===== src/overlay_config.svh =====
`ifndef OVERLAY_CONFIG_SVH
`define OVERLAY_CONFIG_SVH

// Glyph cell size in pixels
`define OVL_CHAR_W 8
`define OVL_CHAR_H 8

// Top left corner of the text band on screen
`define OVL_X_OFFSET 16
`define OVL_Y_OFFSET 24

// Blank pixels between two neighbouring fields
`define OVL_GAP 8

// Characters in the version string
`define OVL_VERSION_CHARS 14

// Number of two-digit hex fields and eight-digit binary fields
`define OVL_HEX_FIELDS 4
`define OVL_BIT_FIELDS 2

// Width of a screen coordinate
`define OVL_COORD_W 10

`endif

===== src/overlay_pkg.sv =====
`include "overlay_config.svh"

package overlay_pkg;

    // One screen coordinate
    typedef logic [`OVL_COORD_W-1:0] coord_t;

    // Pixel position as it arrives with each pixel
    typedef struct packed {
        coord_t x;
        coord_t y;
    } screen_pos_t;

    // 24-bit colour with red in the top byte
    typedef struct packed {
        logic [7:0] r;
        logic [7:0] g;
        logic [7:0] b;
    } rgb_t;

    // Debug values on display
    // hex[n] feeds hex field n and bits[n] feeds binary field n
    typedef struct packed {
        logic [`OVL_HEX_FIELDS-1:0][7:0] hex;
        logic [`OVL_BIT_FIELDS-1:0][7:0] bits;
    } debug_regs_t;

    // What a pixel position falls on
    // SLOT_NONE must stay zero so a cleared slot reads as outside the band
    typedef enum logic [2:0] {
        SLOT_NONE    = 3'd0,
        SLOT_GAP     = 3'd1,
        SLOT_VERSION = 3'd2,
        SLOT_HEX     = 3'd3,
        SLOT_BITS    = 3'd4
    } slot_kind_e;

    // Result of the layout stage for one pixel
    typedef struct packed {
        slot_kind_e kind;
        logic [1:0] field;
        logic [3:0] char_idx;
        logic [2:0] col;
        logic [2:0] row;
    } glyph_slot_t;

endpackage


===== src/debug_overlay.sv =====
`timescale 1ns/1ps
`include "overlay_config.svh"

module debug_overlay #(
    // Fourteen ASCII characters shown at the start of the band
    parameter logic [8*`OVL_VERSION_CHARS-1:0] VERSION = "00000000000000"
) (
    input  logic                     clk_i,
    input  logic                     rst_i,
    input  overlay_pkg::screen_pos_t pos_i,
    input  overlay_pkg::rgb_t        rgb_i,
    input  overlay_pkg::debug_regs_t regs_i,
    output overlay_pkg::rgb_t        rgb_o
);

    // Stage 1 outputs
    overlay_pkg::glyph_slot_t slot;
    overlay_pkg::rgb_t        rgb_d;

    // Combinational lookup between the stages
    logic [7:0] code;
    logic [7:0] font_bits;
    logic       font_hit;

    overlay_layout i_layout (
        .clk_i  (clk_i),
        .rst_i  (rst_i),
        .pos_i  (pos_i),
        .rgb_i  (rgb_i),
        .slot_o (slot),
        .rgb_o  (rgb_d)
    );

    // Debug values are sampled here one edge after their position
    overlay_char_select #(
        .VERSION (VERSION)
    ) i_char_select (
        .slot_i (slot),
        .regs_i (regs_i),
        .code_o (code)
    );

    glyph_rom i_glyph_rom (
        .code_i (code),
        .row_i  (slot.row),
        .bits_o (font_bits),
        .hit_o  (font_hit)
    );

    overlay_mixer i_mixer (
        .clk_i       (clk_i),
        .rst_i       (rst_i),
        .slot_i      (slot),
        .rgb_i       (rgb_d),
        .font_bits_i (font_bits),
        .font_hit_i  (font_hit),
        .rgb_o       (rgb_o)
    );

endmodule


===== src/overlay_mixer.sv =====
`timescale 1ns/1ps

module overlay_mixer (
    input  logic                     clk_i,
    input  logic                     rst_i,
    input  overlay_pkg::glyph_slot_t slot_i,
    input  overlay_pkg::rgb_t        rgb_i,
    input  logic [7:0]               font_bits_i,
    input  logic                     font_hit_i,
    output overlay_pkg::rgb_t        rgb_o
);

    // Text colour
    localparam overlay_pkg::rgb_t WHITE = '{r: 8'hFF, g: 8'hFF, b: 8'hFF};

    logic lit;

    always_comb begin
        case (slot_i.kind)
            overlay_pkg::SLOT_VERSION: begin
                // A character without a glyph fills its whole cell
                lit = font_hit_i ? font_bits_i[slot_i.col] : 1'b1;
            end
            overlay_pkg::SLOT_HEX, overlay_pkg::SLOT_BITS: begin
                lit = font_hit_i & font_bits_i[slot_i.col];
            end
            default: begin
                // Gaps and off-band pixels keep the input colour
                lit = 1'b0;
            end
        endcase
    end

    // Stage 2 register
    always_ff @(posedge clk_i) begin
        if (rst_i) begin
            rgb_o <= '0;
        end else begin
            rgb_o <= lit ? WHITE : rgb_i;
        end
    end

    // Both pipeline stages clear on reset
    // so the output stays black for two edges after it
    a_reset_black: assert property (
        @(posedge clk_i)
        rst_i |=> (rgb_o == '0) ##1 (rgb_o == '0)
    );

endmodule


===== src/overlay_char_select.sv =====
`timescale 1ns/1ps
`include "overlay_config.svh"

module overlay_char_select #(
    // Version text as a string literal with character 0 in the top byte
    parameter logic [8*`OVL_VERSION_CHARS-1:0] VERSION = "00000000000000"
) (
    input  overlay_pkg::glyph_slot_t slot_i,
    input  overlay_pkg::debug_regs_t regs_i,
    output logic [7:0]               code_o
);

    logic [3:0] ver_pos;
    logic [7:0] hex_byte;
    logic [3:0] nibble;
    logic [7:0] bit_byte;
    logic       bit_val;

    // Byte lane of the string holding the selected character
    assign ver_pos  = 4'(`OVL_VERSION_CHARS - 1) - slot_i.char_idx;

    // Hex digit 0 shows the high nibble
    assign hex_byte = regs_i.hex[slot_i.field];
    assign nibble   = slot_i.char_idx[0] ? hex_byte[3:0] : hex_byte[7:4];

    // Binary digit 0 shows bit 7
    // Only two binary fields exist so one field bit is enough
    assign bit_byte = regs_i.bits[slot_i.field[0]];
    assign bit_val  = bit_byte[3'd7 - slot_i.char_idx[2:0]];

    always_comb begin
        case (slot_i.kind)
            overlay_pkg::SLOT_VERSION: begin
                code_o = VERSION[{ver_pos, 3'b000} +: 8];
            end
            overlay_pkg::SLOT_HEX: begin
                // '0'..'9' start at 0x30 and 'A'..'F' at 0x41
                if (nibble < 4'hA) begin
                    code_o = 8'h30 + {4'h0, nibble};
                end else begin
                    code_o = 8'h37 + {4'h0, nibble};
                end
            end
            overlay_pkg::SLOT_BITS: begin
                code_o = bit_val ? 8'h31 : 8'h30;
            end
            default: begin
                // Space for gap and off-band pixels
                // the mixer leaves these unlit anyway
                code_o = 8'h20;
            end
        endcase
    end

endmodule


===== src/overlay_layout.sv =====
`timescale 1ns/1ps
`include "overlay_config.svh"

module overlay_layout (
    input  logic                     clk_i,
    input  logic                     rst_i,
    input  overlay_pkg::screen_pos_t pos_i,
    input  overlay_pkg::rgb_t        rgb_i,
    output overlay_pkg::glyph_slot_t slot_o,
    output overlay_pkg::rgb_t        rgb_o
);

    // Field geometry in pixels from the left edge of the band
    localparam int CW         = `OVL_CHAR_W;
    localparam int VER_END    = `OVL_VERSION_CHARS * CW;
    // A hex field holds two digits and a binary field eight
    localparam int HEX_LEN    = 2 * CW;
    localparam int BITS_LEN   = 8 * CW;
    localparam int HEX_BASE   = VER_END + `OVL_GAP;
    localparam int HEX_PITCH  = HEX_LEN + `OVL_GAP;
    localparam int BITS_BASE  = HEX_BASE + `OVL_HEX_FIELDS * HEX_PITCH;
    localparam int BITS_PITCH = BITS_LEN + `OVL_GAP;
    // No trailing gap after the last binary field
    localparam int BAND_END   = BITS_BASE + `OVL_BIT_FIELDS * BITS_PITCH - `OVL_GAP;

    overlay_pkg::coord_t      rel_x;
    overlay_pkg::coord_t      rel_y;
    logic                     in_band;
    overlay_pkg::glyph_slot_t slot_d;

    assign rel_x = pos_i.x - overlay_pkg::coord_t'(`OVL_X_OFFSET);
    assign rel_y = pos_i.y - overlay_pkg::coord_t'(`OVL_Y_OFFSET);

    // Left and top edges are tested on the raw position
    // because the relative values wrap below the offsets
    assign in_band = (pos_i.x >= overlay_pkg::coord_t'(`OVL_X_OFFSET))
                  && (rel_x < overlay_pkg::coord_t'(BAND_END))
                  && (pos_i.y >= overlay_pkg::coord_t'(`OVL_Y_OFFSET))
                  && (rel_y < overlay_pkg::coord_t'(`OVL_CHAR_H));

    // Classify the pixel and find its offset inside the owning field
    always_comb begin
        overlay_pkg::coord_t off;

        off         = rel_x;
        slot_d      = '0;
        slot_d.kind = overlay_pkg::SLOT_NONE;

        if (in_band) begin
            // Band pixels not claimed by any field are gap
            slot_d.kind = overlay_pkg::SLOT_GAP;

            if (rel_x < overlay_pkg::coord_t'(VER_END)) begin
                slot_d.kind = overlay_pkg::SLOT_VERSION;
                off         = rel_x;
            end

            for (int f = 0; f < `OVL_HEX_FIELDS; f++) begin
                if ((rel_x >= overlay_pkg::coord_t'(HEX_BASE + f * HEX_PITCH))
                        && (rel_x < overlay_pkg::coord_t'(HEX_BASE + f * HEX_PITCH + HEX_LEN)))
                begin
                    slot_d.kind  = overlay_pkg::SLOT_HEX;
                    slot_d.field = 2'(f);
                    off          = rel_x - overlay_pkg::coord_t'(HEX_BASE + f * HEX_PITCH);
                end
            end

            for (int f = 0; f < `OVL_BIT_FIELDS; f++) begin
                if ((rel_x >= overlay_pkg::coord_t'(BITS_BASE + f * BITS_PITCH))
                        && (rel_x < overlay_pkg::coord_t'(BITS_BASE + f * BITS_PITCH + BITS_LEN)))
                begin
                    slot_d.kind  = overlay_pkg::SLOT_BITS;
                    slot_d.field = 2'(f);
                    off          = rel_x - overlay_pkg::coord_t'(BITS_BASE + f * BITS_PITCH);
                end
            end
        end

        // Glyphs are 8 pixels wide
        // so the low three offset bits give the column and the next four the character
        slot_d.char_idx = off[6:3];
        slot_d.col      = off[2:0];
        slot_d.row      = rel_y[2:0];
    end

    // Stage 1 register
    // The colour travels alongside the slot to stay aligned with it
    always_ff @(posedge clk_i) begin
        if (rst_i) begin
            slot_o <= '0;
            rgb_o  <= '0;
        end else begin
            slot_o <= slot_d;
            rgb_o  <= rgb_i;
        end
    end

    // Version slots never point past the last string character
    a_version_idx: assert property (
        @(posedge clk_i) disable iff (rst_i)
        (slot_o.kind == overlay_pkg::SLOT_VERSION)
            |-> (slot_o.char_idx < 4'(`OVL_VERSION_CHARS))
    );

    // Binary slots select one of the eight bits of a byte
    a_bits_idx: assert property (
        @(posedge clk_i) disable iff (rst_i)
        (slot_o.kind == overlay_pkg::SLOT_BITS) |-> (slot_o.char_idx < 4'd8)
    );

endmodule


===== src/glyph_rom.sv =====
`timescale 1ns/1ps

module glyph_rom (
    input  logic [7:0] code_i,
    input  logic [2:0] row_i,
    output logic [7:0] bits_o,
    output logic       hit_o
);

    // Eight rows per glyph, top row first
    // Bit 0 of a row is the leftmost pixel
    localparam logic [7:0] FONT [0:127] = '{
        // 0
        8'h1C, 8'h22, 8'h32, 8'h2A, 8'h26, 8'h22, 8'h1C, 8'h00,
        // 1
        8'h08, 8'h0C, 8'h08, 8'h08, 8'h08, 8'h08, 8'h1C, 8'h00,
        // 2
        8'h1C, 8'h22, 8'h20, 8'h18, 8'h04, 8'h02, 8'h3E, 8'h00,
        // 3
        8'h3E, 8'h20, 8'h10, 8'h18, 8'h20, 8'h22, 8'h1C, 8'h00,
        // 4
        8'h10, 8'h18, 8'h14, 8'h12, 8'h3E, 8'h10, 8'h10, 8'h00,
        // 5
        8'h3E, 8'h02, 8'h1E, 8'h20, 8'h20, 8'h22, 8'h1C, 8'h00,
        // 6
        8'h38, 8'h04, 8'h02, 8'h1E, 8'h22, 8'h22, 8'h1C, 8'h00,
        // 7
        8'h3E, 8'h20, 8'h10, 8'h08, 8'h04, 8'h04, 8'h04, 8'h00,
        // 8
        8'h1C, 8'h22, 8'h22, 8'h1C, 8'h22, 8'h22, 8'h1C, 8'h00,
        // 9
        8'h1C, 8'h22, 8'h22, 8'h3C, 8'h20, 8'h10, 8'h0E, 8'h00,
        // A
        8'h08, 8'h14, 8'h22, 8'h22, 8'h3E, 8'h22, 8'h22, 8'h00,
        // B
        8'h1E, 8'h22, 8'h22, 8'h1E, 8'h22, 8'h22, 8'h1E, 8'h00,
        // C
        8'h1C, 8'h22, 8'h02, 8'h02, 8'h02, 8'h22, 8'h1C, 8'h00,
        // D
        8'h1E, 8'h22, 8'h22, 8'h22, 8'h22, 8'h22, 8'h1E, 8'h00,
        // E
        8'h3E, 8'h02, 8'h02, 8'h1E, 8'h02, 8'h02, 8'h3E, 8'h00,
        // F
        8'h3E, 8'h02, 8'h02, 8'h1E, 8'h02, 8'h02, 8'h02, 8'h00
    };

    logic       is_digit;
    logic       is_upper;
    logic [3:0] glyph;

    // Decimal digits are 0x30..0x39
    assign is_digit = (code_i >= 8'h30) && (code_i <= 8'h39);
    // Upper-case hex letters are 0x41..0x46
    assign is_upper = (code_i >= 8'h41) && (code_i <= 8'h46);
    assign hit_o    = is_digit | is_upper;

    // Letters follow the ten digits in the table
    // 'A' has low nibble 1 and lands on glyph 10
    assign glyph = is_upper ? (code_i[3:0] + 4'd9) : code_i[3:0];

    // Unknown codes read as an empty row
    assign bits_o = hit_o ? FONT[{glyph, row_i}] : 8'h00;

endmodule


===== config.mk =====
export PLATFORM = sky130hd
export DESIGN_NAME = debug_overlay
export DESIGN_NICKNAME = d
export VERILOG_FILES = /design/src/overlay_pkg.sv /design/src/debug_overlay.sv /design/src/overlay_mixer.sv /design/src/overlay_char_select.sv /design/src/overlay_layout.sv /design/src/glyph_rom.sv
export VERILOG_INCLUDE_DIRS = /design/src
export SDC_FILE = /design/constraint.sdc
export NUM_CORES = 1
export LEC_CHECK = 0
export BUFFER_PORTS_ARGS = -buffer_cell sky130_fd_sc_hd__buf_2
export CELL_PAD_IN_SITES_DETAIL_PLACEMENT = 1
export CELL_PAD_IN_SITES_GLOBAL_PLACEMENT = 1
export CORE_ASPECT_RATIO = 1.2
export CORE_MARGIN = 2
export CORE_UTILIZATION = 42
export DETAILED_ROUTE_END_ITERATION = 12
export PLACE_DENSITY = 0.85
export SLEW_MARGIN = 20
export SYNTH_ARGS = -nofsm -noshare
export SYNTH_HDL_FRONTEND = slang
export SYNTH_HIERARCHICAL = 1
export SYNTH_SLANG_ARGS = --single-unit
export TNS_END_PERCENT = 50

===== constraint.sdc =====
create_clock -name clk_i -period 7.2 [get_ports clk_i]
set_clock_uncertainty 0.1 [all_clocks]
set_input_delay 1.08 -clock clk_i [delete_from_list [all_inputs] [get_ports clk_i]]
set_output_delay 1.08 -clock clk_i [all_outputs]
set_load 0.03 [all_outputs]

-- Word-level counts from Yosys, hierarchy flattened
Memory sizes are Yosys's and may differ from the RTL's.
Cells that the tools add are included.
- $add $sub $neg: 13
- multipliers: 0
- divide/modulo/power cells: 0
- order comparisons: 26
- equality and inequality tests: 3
- shift operators: 1
- multiplexer cells: 33
- bitwise logic cells: 4
- reduce and logical (&&, ||, !) cells: 14
- operators with widths (operator ; number):
    $shiftx A112 B8 Y8 const A ; 1
    $mux W8 ; 7
    $mux W7 ; 7
    $ge A10 B8 Y1 const B ; 4
    $lt A10 B8 Y1 const B ; 4
    $mux W24 ; 1
    $mux W4 ; 6
    $pmux W8 S3 ; 1
    $sub A7 B7 Y7 const B ; 3
    $ge A10 B5 Y1 const B ; 2
    $lt A10 B9 Y1 const B ; 2
    $sub A10 B5 Y10 const B ; 2
    $bmux W8 S2 ; 1
    $add A6 B4 Y7 const A ; 2
    $sub A7 B6 Y7 const B ; 2
    $logic_and A1 B1 Y1 ; 11
    $ge A10 B7 Y1 const B ; 1
    $ge A10 B9 Y1 const B ; 1
    $lt A10 B4 Y1 const B ; 1
    $lt A10 B7 Y1 const B ; 1
    $mux W5 ; 2
    $ge A8 B6 Y1 const B ; 1
    $ge A8 B7 Y1 const B ; 1
    $ge A8 B8 Y1 const B ; 1
    other kinds (22) ; 29
- flip-flop bits (word level): 63
- bits in latches: 0
- memory bits (writable): 0
- bits in read-only memories: 1024
- bits of input ports: 94
- output and inout bits: 24
- word-level logic and storage cells: 108
- memories: 1
- memory list (memory ; depth ; width ; rd ports ; clocked after memory_dff ; write ports ; RTL line ; source):
    (name not given) ; 128 ; 8 ; 1 ; 0 ; 0 ; glyph_rom.sv:62 ; assign bits_o = hit_o ? FONT[{glyph, row_i}] : 8'h00;

-- Longest topological paths before layout
Gate-level depths: netlist of run 1.
- word-level depth: 19
- gate-level depth with buffers: 23
- depth with buffers taken out: 16

-- Hierarchy
The synthesis of run 1 kept the hierarchy.
- by module, submodules not included (module ; times used ; cells each ; area each (sq um) ; seq. area each (sq um)):
    overlay_layout ; 1 ; 249 ; 2175.8 ; 780.7
    glyph_rom ; 1 ; 273 ; 1914.3 ; 0.0
    overlay_mixer ; 1 ; 123 ; 1273.7 ; 480.5
    overlay_char_select ; 1 ; 57 ; 618.1 ; 0.0

-- Worst setup path before layout of run 1
Ideal clock, no wire load.
- kind: input-to-reg
- start: input port regs_i[45] (netlist bit)
- end: register i_mixer/rgb_o[10] (netlist name)
- setup time: 0.147 ns
- arrival time: 5.608 ns
- data required time: 6.953 ns
- setup slack: 1.346 ns
- stages on the path: 18
- buffers on the path: 3
- path through: mux4_1 -> mux2i_4 -> ha_1 -> a221oi_1 -> clkbuf_1 -> inv_1 -> ha_1 -> or3b_1 -> buf_4 -> a31oi_1 -> nor3_2 -> or3_1 -> a221o_1 -> a32o_1 -> mux2_2 -> a2bb2oi_2 -> buf_6 -> a311oi_2
- cells in the longest elaborated chain, start to end: 19
- elaborated cells on any way between the ends: 28
- classes of those cells: add/sub (3); order compare (5); mux (14); bitwise (3); reduce/logical (2); memory (1)
- RTL lines (what ; RTL line ; source):
    start, declared ; debug_overlay.sv:12 ; input overlay_pkg::debug_regs_t regs_i,
    $bmux W8 S2 (*) ; overlay_char_select.sv:23 ; assign hex_byte = regs_i.hex[slot_i.field];
    $mux W8 (not written as such) (*) ; overlay_char_select.sv:23 ;
    $mux W4 (*) ; overlay_char_select.sv:24 ; assign nibble = slot_i.char_idx[0] ? hex_byte[3:0] : hex_byte[7:4];
    $add A6 B4 Y7, or another cell as far along ; overlay_char_select.sv:41 ; code_o = 8'h37 + {4'h0, nibble};
    $mux W8 (*) ; overlay_char_select.sv:38 ; if (nibble < 4'hA) begin
    $pmux W8 S3 (*) ; overlay_char_select.sv:32 ; case (slot_i.kind)
    named net code[1] ; debug_overlay.sv:21 ; logic [7:0] code;
    $ge A8 B7 Y1 or $le A8 B7 Y1 (tied branches) ; glyph_rom.sv:54 ; assign is_upper = (code_i >= 8'h41) && (code_i <= 8'h46);
    [... 4 more ...] ; n/a ;
    $mux W8 (not written as such) (2 in a row) ; glyph_rom.sv:62 ;
    $mux W8 (*) ; glyph_rom.sv:62 ;
    named net font_bits[1] ; debug_overlay.sv:22 ; logic [7:0] font_bits;
    $bmux W1 S3 (*) ; overlay_mixer.sv:22, overlay_mixer.sv:25 ;
    $mux W1 (not written as such) (*) ; overlay_mixer.sv:22, overlay_mixer.sv:25 ;
    $and A1 B1 Y1 or $mux W1 (tied branches) ; overlay_mixer.sv:25, overlay_mixer.sv:22 ;
    $pmux W1 S2 (*) ; overlay_mixer.sv:19 ; case (slot_i.kind)
    $mux W24 (*) ; overlay_mixer.sv:39 ; rgb_o <= lit ? WHITE : rgb_i;
Mark *: on every way through the listed nets, which the timed path passes. The rest lies on a longest branch. The select of a mux whose other input is x is not followed.
A chain may end at the register's enable or synchronous reset.

-- Worst setup path in the final report of run 1
- start: register i_layout/slot_o[10] (netlist bit)
- end: register i_mixer/rgb_o[16] (netlist name)
- cells in the longest elaborated chain, start to end: 19
- elaborated cells on any way between the ends: 33
- classes of those cells: add/sub (3); order compare (5); mux (19); bitwise (3); reduce/logical (2); memory (1)
- RTL lines (what ; RTL line ; source):
    start, declared ; overlay_layout.sv:9 ; output overlay_pkg::glyph_slot_t slot_o,
    start signal, assigned ; overlay_layout.sv:93 ; slot_o <= slot_d;
    $bmux W8 S2 or $mux W8 (tied branches) ; overlay_char_select.sv:23, overlay_char_select.sv:28 ;
    $mux W8, on equally long branches ; overlay_char_select.sv:23, overlay_char_select.sv:28 ;
    $mux W4 or $bmux W1 S3 (tied branches) ; overlay_char_select.sv:24, overlay_char_select.sv:29 ;
    $add A6 B4 Y7, or another cell as far along ; overlay_char_select.sv:41 ;
    $mux W8 or $mux W1 (tied branches) ; overlay_char_select.sv:38, overlay_char_select.sv:45 ;
    $pmux W8 S3 (*) ; overlay_char_select.sv:32 ;
    named net code[0] ; debug_overlay.sv:21 ;
    $ge A8 B7 Y1 or $le A8 B7 Y1 (tied branches) ; glyph_rom.sv:54 ;
    [... 4 more ...] ; n/a ;
    $mux W8 (not written as such) (2 in a row) ; glyph_rom.sv:62 ;
    $mux W8 (*) ; glyph_rom.sv:62 ;
    named net font_bits[1] ; debug_overlay.sv:22 ;
    $bmux W1 S3 (*) ; overlay_mixer.sv:22, overlay_mixer.sv:25 ;
    $mux W1 (not written as such) (*) ; overlay_mixer.sv:22, overlay_mixer.sv:25 ;
    $and A1 B1 Y1 or $mux W1 (tied branches) ; overlay_mixer.sv:25, overlay_mixer.sv:22 ;
    $pmux W1 S2 (*) ; overlay_mixer.sv:19 ;
    $mux W24 (*) ; overlay_mixer.sv:39 ;
Marked as above.

==> metrics, run 1 <==
switching power=0.2964 mW; Initial Util=0.4310; Max stage delay on crit path=0.83 ns; Routability Congestion=1.004; Main synth FF type=dfxtp_1; Syn Inst Count=702; Via density=6.320; Reg2Reg Setup Slack=0.99 ns; Die ar.=0.01522 mm^2; crit-path max FO=24; status=finished clean; reg2reg path depth=17; Critical Path End Type=flip-flop; Max Cap Viol=0; Worst path slowest cell=dfxtp_1; Clk pin slew, worst setup/hold paths=0.05 ns; ant diodes=0; sequential fraction of design power=0.367; final setup fails=0; vias in the first global route=6341; Port Buf Inserts=117; post-CTS setup buffers=0; starting DRC count in detailed routing=339; fillcell total=1702; most common cell after layout, fill and taps aside=buf_2; Leak=2.680 nW; total track usage=0.2742; Pwr Density=149.9 mW/mm^2; CTS resizes=0; Net Sw Frac=0.2891; drt wl/cell=21.73 um; worst slew pin tran=0.9863 ns; final setup margin=0.9926 ns; Worst Path Required=7.28 ns; Post-synth EDFFs=0; WS Path Type=reg -> reg; sequential area share after synthesis=0.2108; CTS buffer count=9; Slew Viols, Final=0; area growth from synthesis to layout=14.33%; initial antenna violation count=0; syn avg cell area=8.521 um^2; Synth Register Bits=63; post-route ant nets=0; first-pass GRT wire length=33610 um; largest net degree at the start of global routing=61; Hold Vio Cnt, Final=0; worst vdd ir=0.1962 mV; Hold-fix buffers, CTS=0; synth warn=6; CTS tree=built; Pre-antenna DRT Iters=4; post-synth cell types=105; CP Launch Type=flip-flop; chip height=134.7 um; root buffer cell=clkbuf_16; share of layout cells above drive strength 1=0.2769; FF-to-FF End=i_mixer/rgb_o[16]; Via Count=6080; combinational fraction of design power=0.211; Hold Path Class=reg -> reg; most frequent cells in the layout=buf_2 (117), dfxtp_1 (63), nand2_1 (47); num rows=47; Final Cycle Share=0.8621; die extent in x=112.9 um; worst setup slack after placement=0.8602 ns; clock share of power=0.422; I/O pins=118; Slew HR=0.3425; clock latency on the worst-skew pair=0.33 ns; Post-Route WL=20910 um; crit-path cells=mux4_2, mux2_2, a21boi_2, xor2_1, o32ai_4, buf_4, ha_1, or3b_1, a31oi_1, nor3_2, or3_1, a221o_1, a32o_1, mux2_2, a2bb2oi_2, buf_4, a311oi_1; Nets=906; RR Startpoint=i_layout/slot_o[10]; CP Launch Point=i_layout/slot_o[10]; hpwl dp=15040 um; RSZ-0062 raised after global routing=false; Post-Syn Area=0.005982 mm^2; clock sinks=63; Setup TNS=0 ns; critical path arrival=6.28 ns; htree depth=3; min Tclk post-route=6.207 ns; DR DRC count=0; total gr overflow=0; core area=0.01388 mm^2; fmax=0.1611 GHz; ys async rst share=0; CTS max path bufs=2; Internal Pwr Total=0.7289 mW; Critical Path Sink=i_mixer/rgb_o[16]
-- kinds of logic after synthesis --
| logic type | count (synthesis) | synth area share |
|---|---|---|
| muxes | 39 | 0.09726 |
| DFF | 63 | 0.2108 |
| and+or+nand+nor | 257 | 0.2487 |
| AOI/OAI and AO/OA | 204 | 0.2845 |
| buffers and inverters | 101 | 0.08722 |
| adders and majority gates | 26 | 0.05438 |
| other | 2 | 0.001255 |
| xor gates and xnor gates | 10 | 0.01590 |
-- cell usage after synthesis (all sizes together), types with 7 or more instances --
| library cell | number | area [um^2] |
|---|---|---|
| a21oi | 31 | 158.9 |
| a311oi | 32 | 405.4 |
| a31oi | 8 | 56.30 |
| buf | 31 | 259.0 |
| clkbuf | 26 | 97.59 |
| dfxtp | 63 | 1261 |
| ha | 26 | 325.3 |
| inv | 44 | 165.2 |
| mux2 | 8 | 93.84 |
| mux2i | 21 | 247.7 |
| mux4 | 10 | 240.2 |
| nand2 | 48 | 182.7 |
| nand2b | 17 | 106.4 |
| nand3 | 23 | 115.1 |
| nor2 | 37 | 146.4 |
| nor2b | 38 | 237.7 |
| nor3 | 14 | 75.07 |
| nor3b | 8 | 92.59 |
| nor4 | 30 | 209.0 |
| o211ai | 7 | 52.55 |
| o21ai | 36 | 183.9 |
| xor2 | 7 | 68.82 |
-- how the worst min path moves through the flow --
stage,start,end,slack [ns],cells after the start
floorplan,i_layout/rgb_o[13],i_mixer/rgb_o[13],0.34,2
global placement,i_layout/rgb_o[16],i_mixer/rgb_o[16],0.36,2
detailed placement,i_layout/rgb_o[16],i_mixer/rgb_o[16],0.38,2
CTS,i_layout/rgb_o[4],i_mixer/rgb_o[4],0.41,2
global route,i_layout/rgb_o[17],i_mixer/rgb_o[17],0.43,2
finish,i_layout/rgb_o[4],i_mixer/rgb_o[4],0.40,2
-- state kept, by name, summed over array words and instances, names as in the netlist --
name,flops
i_layout/rgb_o,24
i_mixer/rgb_o,24
i_layout/slot_o,15
-- per-stage QoR --
step	instance area (um^2)	power, mW	utilization	std cells	hold slack, ns
6_report	6839	1.025	0.4928	962	0.4046
3_3_place_gp	6540	0.5826	0.4712	946	0.3567
2_1_floorplan	5989	0.5244	-	704	0.3371
4_1_cts	6839	1.031	0.4928	962	0.4061
5_1_grt	6839	1.066	0.4928	962	0.4262
3_5_place_dp	6540	0.5934	0.4712	946	0.3768
-- worst max-delay path, delay by kind of cell (launching register included) --
family / cells / cell delay, ns
AOI/OAI and AO/OA: 7 / 1.73
xor gates and xnor gates: 1 / 0.26
muxes: 3 / 1.21
and+or+nand+nor: 3 / 1.00
adders and majority gates: 1 / 0.29
buffers and inverters: 2 / 0.61
DFF: 1 / 0.83
-- layer usage --
metal  track usage  vias up  share of wire  routed length [um]
met5             0        -              0                   0
met4        0.1159        0          0.034                 720
met3       0.04219       51          0.044                 930
met2        0.5114      200           0.54               11190
met1        0.3088     3012           0.39                8069
li1              -     2817              -                   -
-- area by class of cell --
type	instances	area, um^2	area share
Inverter	44	165.2	0.02415
Sequential cell	63	1261	0.1844
Multi-Input combinational cell	540	4232	0.6187
Tap cell	171	214.0	0.03128
Clock buffer	11	242.7	0.03549
Timing Repair Buffer	128	668.1	0.09769
Clock inverter	5	56.30	0.008233
-- power by group through the flow --
stage | clock [mW] | combinational, mW | sequential [mW]
finish | 0.433 | 0.216 | 0.376
global placement | 0 | 0.201 | 0.382
detailed placement | 0 | 0.211 | 0.383
floorplan | 0 | 0.134 | 0.390
global route | 0.453 | 0.235 | 0.378
CTS | 0.440 | 0.214 | 0.376
(Power assumes the default switching activity.)
==> run 2, diff against run 1 <==
Settings changed: ABC_AREA set to 1, CORE_UTILIZATION 42 to 35, PLACE_DENSITY 0.85 to 0.8, SKIP_LAST_GASP set to 1.
==> metrics, run 2 <==
drt wl/cell=13.06 um; combinational fraction of design power=0.203; clock latency on the worst-skew pair=0.33 ns; Net Sw Frac=0.2988; Leak=3.145 nW; fmax=0.1925 GHz; CP Launch Type=flip-flop; Via density=4.780; CTS max path bufs=2; Hold Vio Cnt, Final=0; area of the multi-input gates=0.003039 mm^2; Die ar.=0.01539 mm^2; Slew HR=0.3439; total track usage=0.1876; Slew Viols, Final=0; die extent in x=113.6 um; worst setup slack after placement=1.948 ns; ranking of synthesized cells by area=dfxtp_1 (25%), nand2_1 (15%), inv_1 (9.6%); post-synth cell types=48; worst vdd ir=0.1311 mV; RR Startpoint=i_layout/slot_o[10]; Syn Inst Count=802; WS Path Type=reg -> reg; clock share of power=0.406; sequential area share after synthesis=0.2500; min Tclk post-route=5.196 ns; first-pass GRT wire length=23870 um; RSZ-0062 raised after global routing=false; initial antenna violation count=0; Synth Register Bits=63; share of layout cells above drive strength 1=0.2451; htree depth=3; status=finished clean; hold slack=0.3328 ns; Critical Path End Type=flip-flop; Clk pin slew, worst setup/hold paths=0.05 ns; hold depth=2; CP Launch Point=i_layout/slot_o[10]; FF-to-FF End=i_mixer/rgb_o[13]; final setup fails=0; most frequent cells in the layout=nand2_1 (204), inv_1 (129), buf_2 (117); Main synth FF type=dfxtp_1; Port Buf Inserts=117; chip height=135.5 um; Pwr Density=160.8 mW/mm^2; final setup margin=2.004 ns; Internal Pwr Total=0.6682 mW; starting DRC count in detailed routing=161; Pre-antenna DRT Iters=4; root buffer cell=clkbuf_16; fillcell total=1955; CTS buffer count=9; Regs by FF count=i_layout/rgb_o: 24 flops, i_mixer/rgb_o: 24 flops, i_layout/slot_o: 15 flops; CTS resizes=0; share of the synthesized area in the top cell type=0.2500; post-CTS setup buffers=0; largest net degree at the start of global routing=58; vias in the first global route=5256; total gr overflow=0; Tot Pwr=0.9531 mW; area growth from synthesis to layout=17.46%; commonest cells in the synthesized netlist=nand2_1 (204), inv_1 (129), nand3_1 (91); CTS tree=built; worst slew pin tran=0.9828 ns; WHS Endpoint=i_mixer/rgb_o[17]; final core utilization=0.4163; crit-path max FO=26; Final Cycle Share=0.7217; syn avg cell area=6.290 um^2; most common cell after layout, fill and taps aside=nand2_1; Max Cap Viol=0; Nets=1025; Hold-fix buffers, CTS=0; clock sinks=63; cell mode on critical path=nand2_1; ant diodes=0; Yosys top cell by area=dfxtp_1; Via Count=5186; Post-Syn Area=0.005045 mm^2; Worst path slowest cell=dfxtp_1; post-route ant nets=0; Setup TNS=0 ns; sequential fraction of design power=0.391; hpwl dp=11120 um; most frequent cell after synthesis=nand2_1; FF+latch area=0.001261 mm^2; switching power=0.2848 mW; num rows=48; Post-synth EDFFs=0; DR DRC count=0; Hold Path Class=reg -> reg; ys async rst share=0; Max stage delay on crit path=0.96 ns; synth warn=6; Initial Util=0.3544; critical path arrival=5.34 ns; Worst Path Required=7.34 ns; core area=0.01423 mm^2; min-delay src=i_layout/rgb_o[17]; reg2reg path depth=31; Routability Congestion=0.8681; I/O pins=118; Post-Route WL=14180 um; Reg2Reg Setup Slack=2.00 ns
-- run 2: power by group through the flow --
stage          clock (mW)  sequential [mW]  combinational [mW]
2_1_floorplan           0            0.388               0.121
3_3_place_gp            0            0.379               0.190
3_5_place_dp            0            0.380               0.193
4_1_cts             0.395            0.373               0.195
5_1_grt             0.409            0.374               0.220
6_report            0.387            0.372               0.194
-- run 2: area by class of cell --
class                      instances  area share
inverter                         142     0.09122
clock buffer                       9     0.03801
sequential                        63      0.2128
clock inverter                     7    0.008024
multi-input combinational        571      0.5129
timing repair buffer             118      0.1001
tap                              175     0.03695
-- run 2: per-stage QoR --
step	std cells	cell area, um^2
finish	1085	5926
global route	1085	5926
CTS	1085	5926
detailed placement	1069	5653
global placement	1069	5653
floorplan	804	5052
-- run 2: per-layer routing --
metal	vias up	routed length, um	GRT usage
met1	2381	6093	0.2194
li1	2699	-	-
met4	0	365	0.06640
met2	79	7386	0.3480
met3	27	331	0.02550
met5	-	0	0
-- run 2: how the worst max path moves through the flow --
stage | endpoint | slack, ns
after floorplan | i_mixer/rgb_o[0] | 3.08
after global placement | i_mixer/rgb_o[14] | 2.19
after detailed placement | i_mixer/rgb_o[13] | 1.95
after CTS | i_mixer/rgb_o[13] | 1.95
after global routing | i_mixer/rgb_o[13] | 1.26
final | i_mixer/rgb_o[13] | 2.00
-- run 2: kinds of logic (layout without fill, tap and decap cells) --
group           count (synthesis)  in the layout  share of synthesized area
xor+xnor                        3              3                   0.005209
fa+ha+maj                      26             26                    0.06448
other cells                     2              4                   0.001489
buf+inv                       170            276                     0.1491
flops                          63             63                     0.2500
simple gates                  443            443                     0.4030
compound gates                 95             95                     0.1267
-- run 2: critical path, delay by kind of cell (launching register included) --
family / cells / cell delay, ns
adder cells (fa/ha/maj): 2 / 0.43
AO/OA/AOI/OAI: 3 / 0.88
AND/OR/NAND/NOR: 21 / 2.00
flip-flops: 1 / 0.96
buffers and inverters: 5 / 0.73
==> run 3, diff against run 2 <==
Clock period 7.2 ns to 5.05 ns, I/O delays scaled along.
==> metrics, run 3 (synthesized netlist as in run 2, its figures left out) <==
root buffer cell=clkbuf_16; Via density=4.861; Max Cap Viol=0; critical path arrival=4.59 ns; CTS max path bufs=2; I/O pins=118; Non-Filler Instances=1087; Hold Path Class=reg -> reg; vias in the first global route=5407; crit-path max FO=24; WS Path Type=reg -> reg; Initial Util=0.3544; total gr overflow=0; Via Count=5284; most common cell after layout, fill and taps aside=nand2_1; min Tclk post-route=4.512 ns; share of layout cells above drive strength 1=0.2478; worst setup slack after placement=0.3520 ns; RR Startpoint=i_layout/slot_o[11]; clock latency on the worst-skew pair=0.33 ns; Post-Route WL=14430 um; worst slew pin tran=0.8847 ns; Crit path max-delay family=simple AND/OR/NAND/NOR gates; Slew Viols, Final=0; Clk pin slew, worst setup/hold paths=0.05 ns; Regs by FF count=i_layout/rgb_o: 24 flops, i_mixer/rgb_o: 24 flops, i_layout/slot_o: 15 flops; status=finished clean; area growth from synthesis to layout=18.45%; cell mode on critical path=nand2_1; initial antenna violation count=0; die extent in x=113.6 um; Buffers & Inverters on Critical Path=4; Final Cycle Share=0.8935; DR DRC count=0; Slew HR=0.4052; fmax=0.2216 GHz; final setup margin=0.5380 ns; ant diodes=0; Worst Path Required=5.13 ns; final core utilization=0.4198; Pre-antenna DRT Iters=4; CP Launch Type=flip-flop; num rows=48; post-route ant nets=0; starting DRC count in detailed routing=151; worst vdd ir=0.2024 mV; Routability Congestion=0.8665; htree depth=3; Max stage delay on crit path=0.41 ns; final setup fails=0; core area=0.01423 mm^2; fillcell total=1954; most frequent cells in the layout=nand2_1 (204), inv_1 (129), buf_2 (117); Setup TNS=0 ns; RSZ-0062 raised after global routing=false; clock sinks=63; Die ar.=0.01539 mm^2; CP Launch Point=i_layout/slot_o[11]; drt wl/cell=13.27 um; Nets=1027; hpwl dp=11420 um; chip height=135.5 um; CTS tree=built; Leak=3.169 nW; Hold Vio Cnt, Final=0; largest net degree at the start of global routing=47; post-placement cell count=1071; Critical Path End Type=flip-flop; first-pass GRT wire length=24320 um; Pwr Density=239.7 mW/mm^2; CTS buffer count=9; total track usage=0.1909; min-delay src=i_layout/rgb_o[17]; Port Buf Inserts=117; Worst path slowest cell=dfxtp_1
run 3: cell count changes in the layout (fill, tap and decap cells not counted):
cell / previous run / this run
dfxtp_2: 0 / 1
dfxtp_1: 63 / 62
buf_4: 1 / 3
bufinv_16: 0 / 1
clkbuf_8: 0 / 1
clkinv_2: 3 / 1
run 3: area by class of cell:
type	instances	area (um^2)	share of cell area
inverter	142	540.5	0.09045
multi-input combinational	571	3039	0.5086
tap	175	219.0	0.03664
sequential	63	1262	0.2113
clock buffer	10	239.0	0.03999
clock inverter	6	67.56	0.01131
timing repair buffer	120	608.1	0.1018
run 3: metrics by stage:
step / power, mW / hold WS (ns) / area [um^2]
2_1_floorplan: 0.7260 / 0.3093 / 5052
6_report: 1.433 / 0.3317 / 5976
3_5_place_dp: 0.8187 / 0.3265 / 5668
4_1_cts: 1.450 / 0.3341 / 5974
3_3_place_gp: 0.8119 / 0.3188 / 5668
5_1_grt: 1.508 / 0.3446 / 5976
run 3: worst register-to-register path, delay by kind of cell, from the launching register on:
kind | cells | cell delay, ns
adders and majority gates | 2 | 0.50
DFF | 1 | 0.41
and+or+nand+nor | 17 | 1.92
AOI/OAI and AO/OA | 5 | 0.97
buffers and inverters | 4 | 0.48
run 3: power by group:
| part | switching (mW) | leakage, nW | total (mW) | internal (mW) |
|---|---|---|---|---|
| clock network | 0.228 | 0.145 | 0.625 | 0.397 |
| registers | 0.0113 | 0.521 | 0.531 | 0.520 |
| logic | 0.175 | 2.50 | 0.277 | 0.102 |
run 3: timing repair:
action / 4_1_cts / 5_1_grt
buffers inserted: 0 / 0
hold buffers: 0 / 0
setup endpoints to repair: 0 / 24
gates resized for setup: 0 / 1
run 3: path summary, 6_finish.rpt:
kind	end	slack [ns]	cells after the start
max	i_mixer/rgb_o[14]	0.54	28
min	i_mixer/rgb_o[17]	0.33	2
max reg2reg	i_mixer/rgb_o[14]	0.54	28
min reg2reg	i_mixer/rgb_o[17]	0.33	2
run 3: metal layers:
metal	GRT usage	wire, um	up-vias
met5	0	0	-
met1	0.2156	6058	2469
met4	0.06707	346	0
met2	0.3696	7648	94
met3	0.01790	374	24
li1	-	-	2697
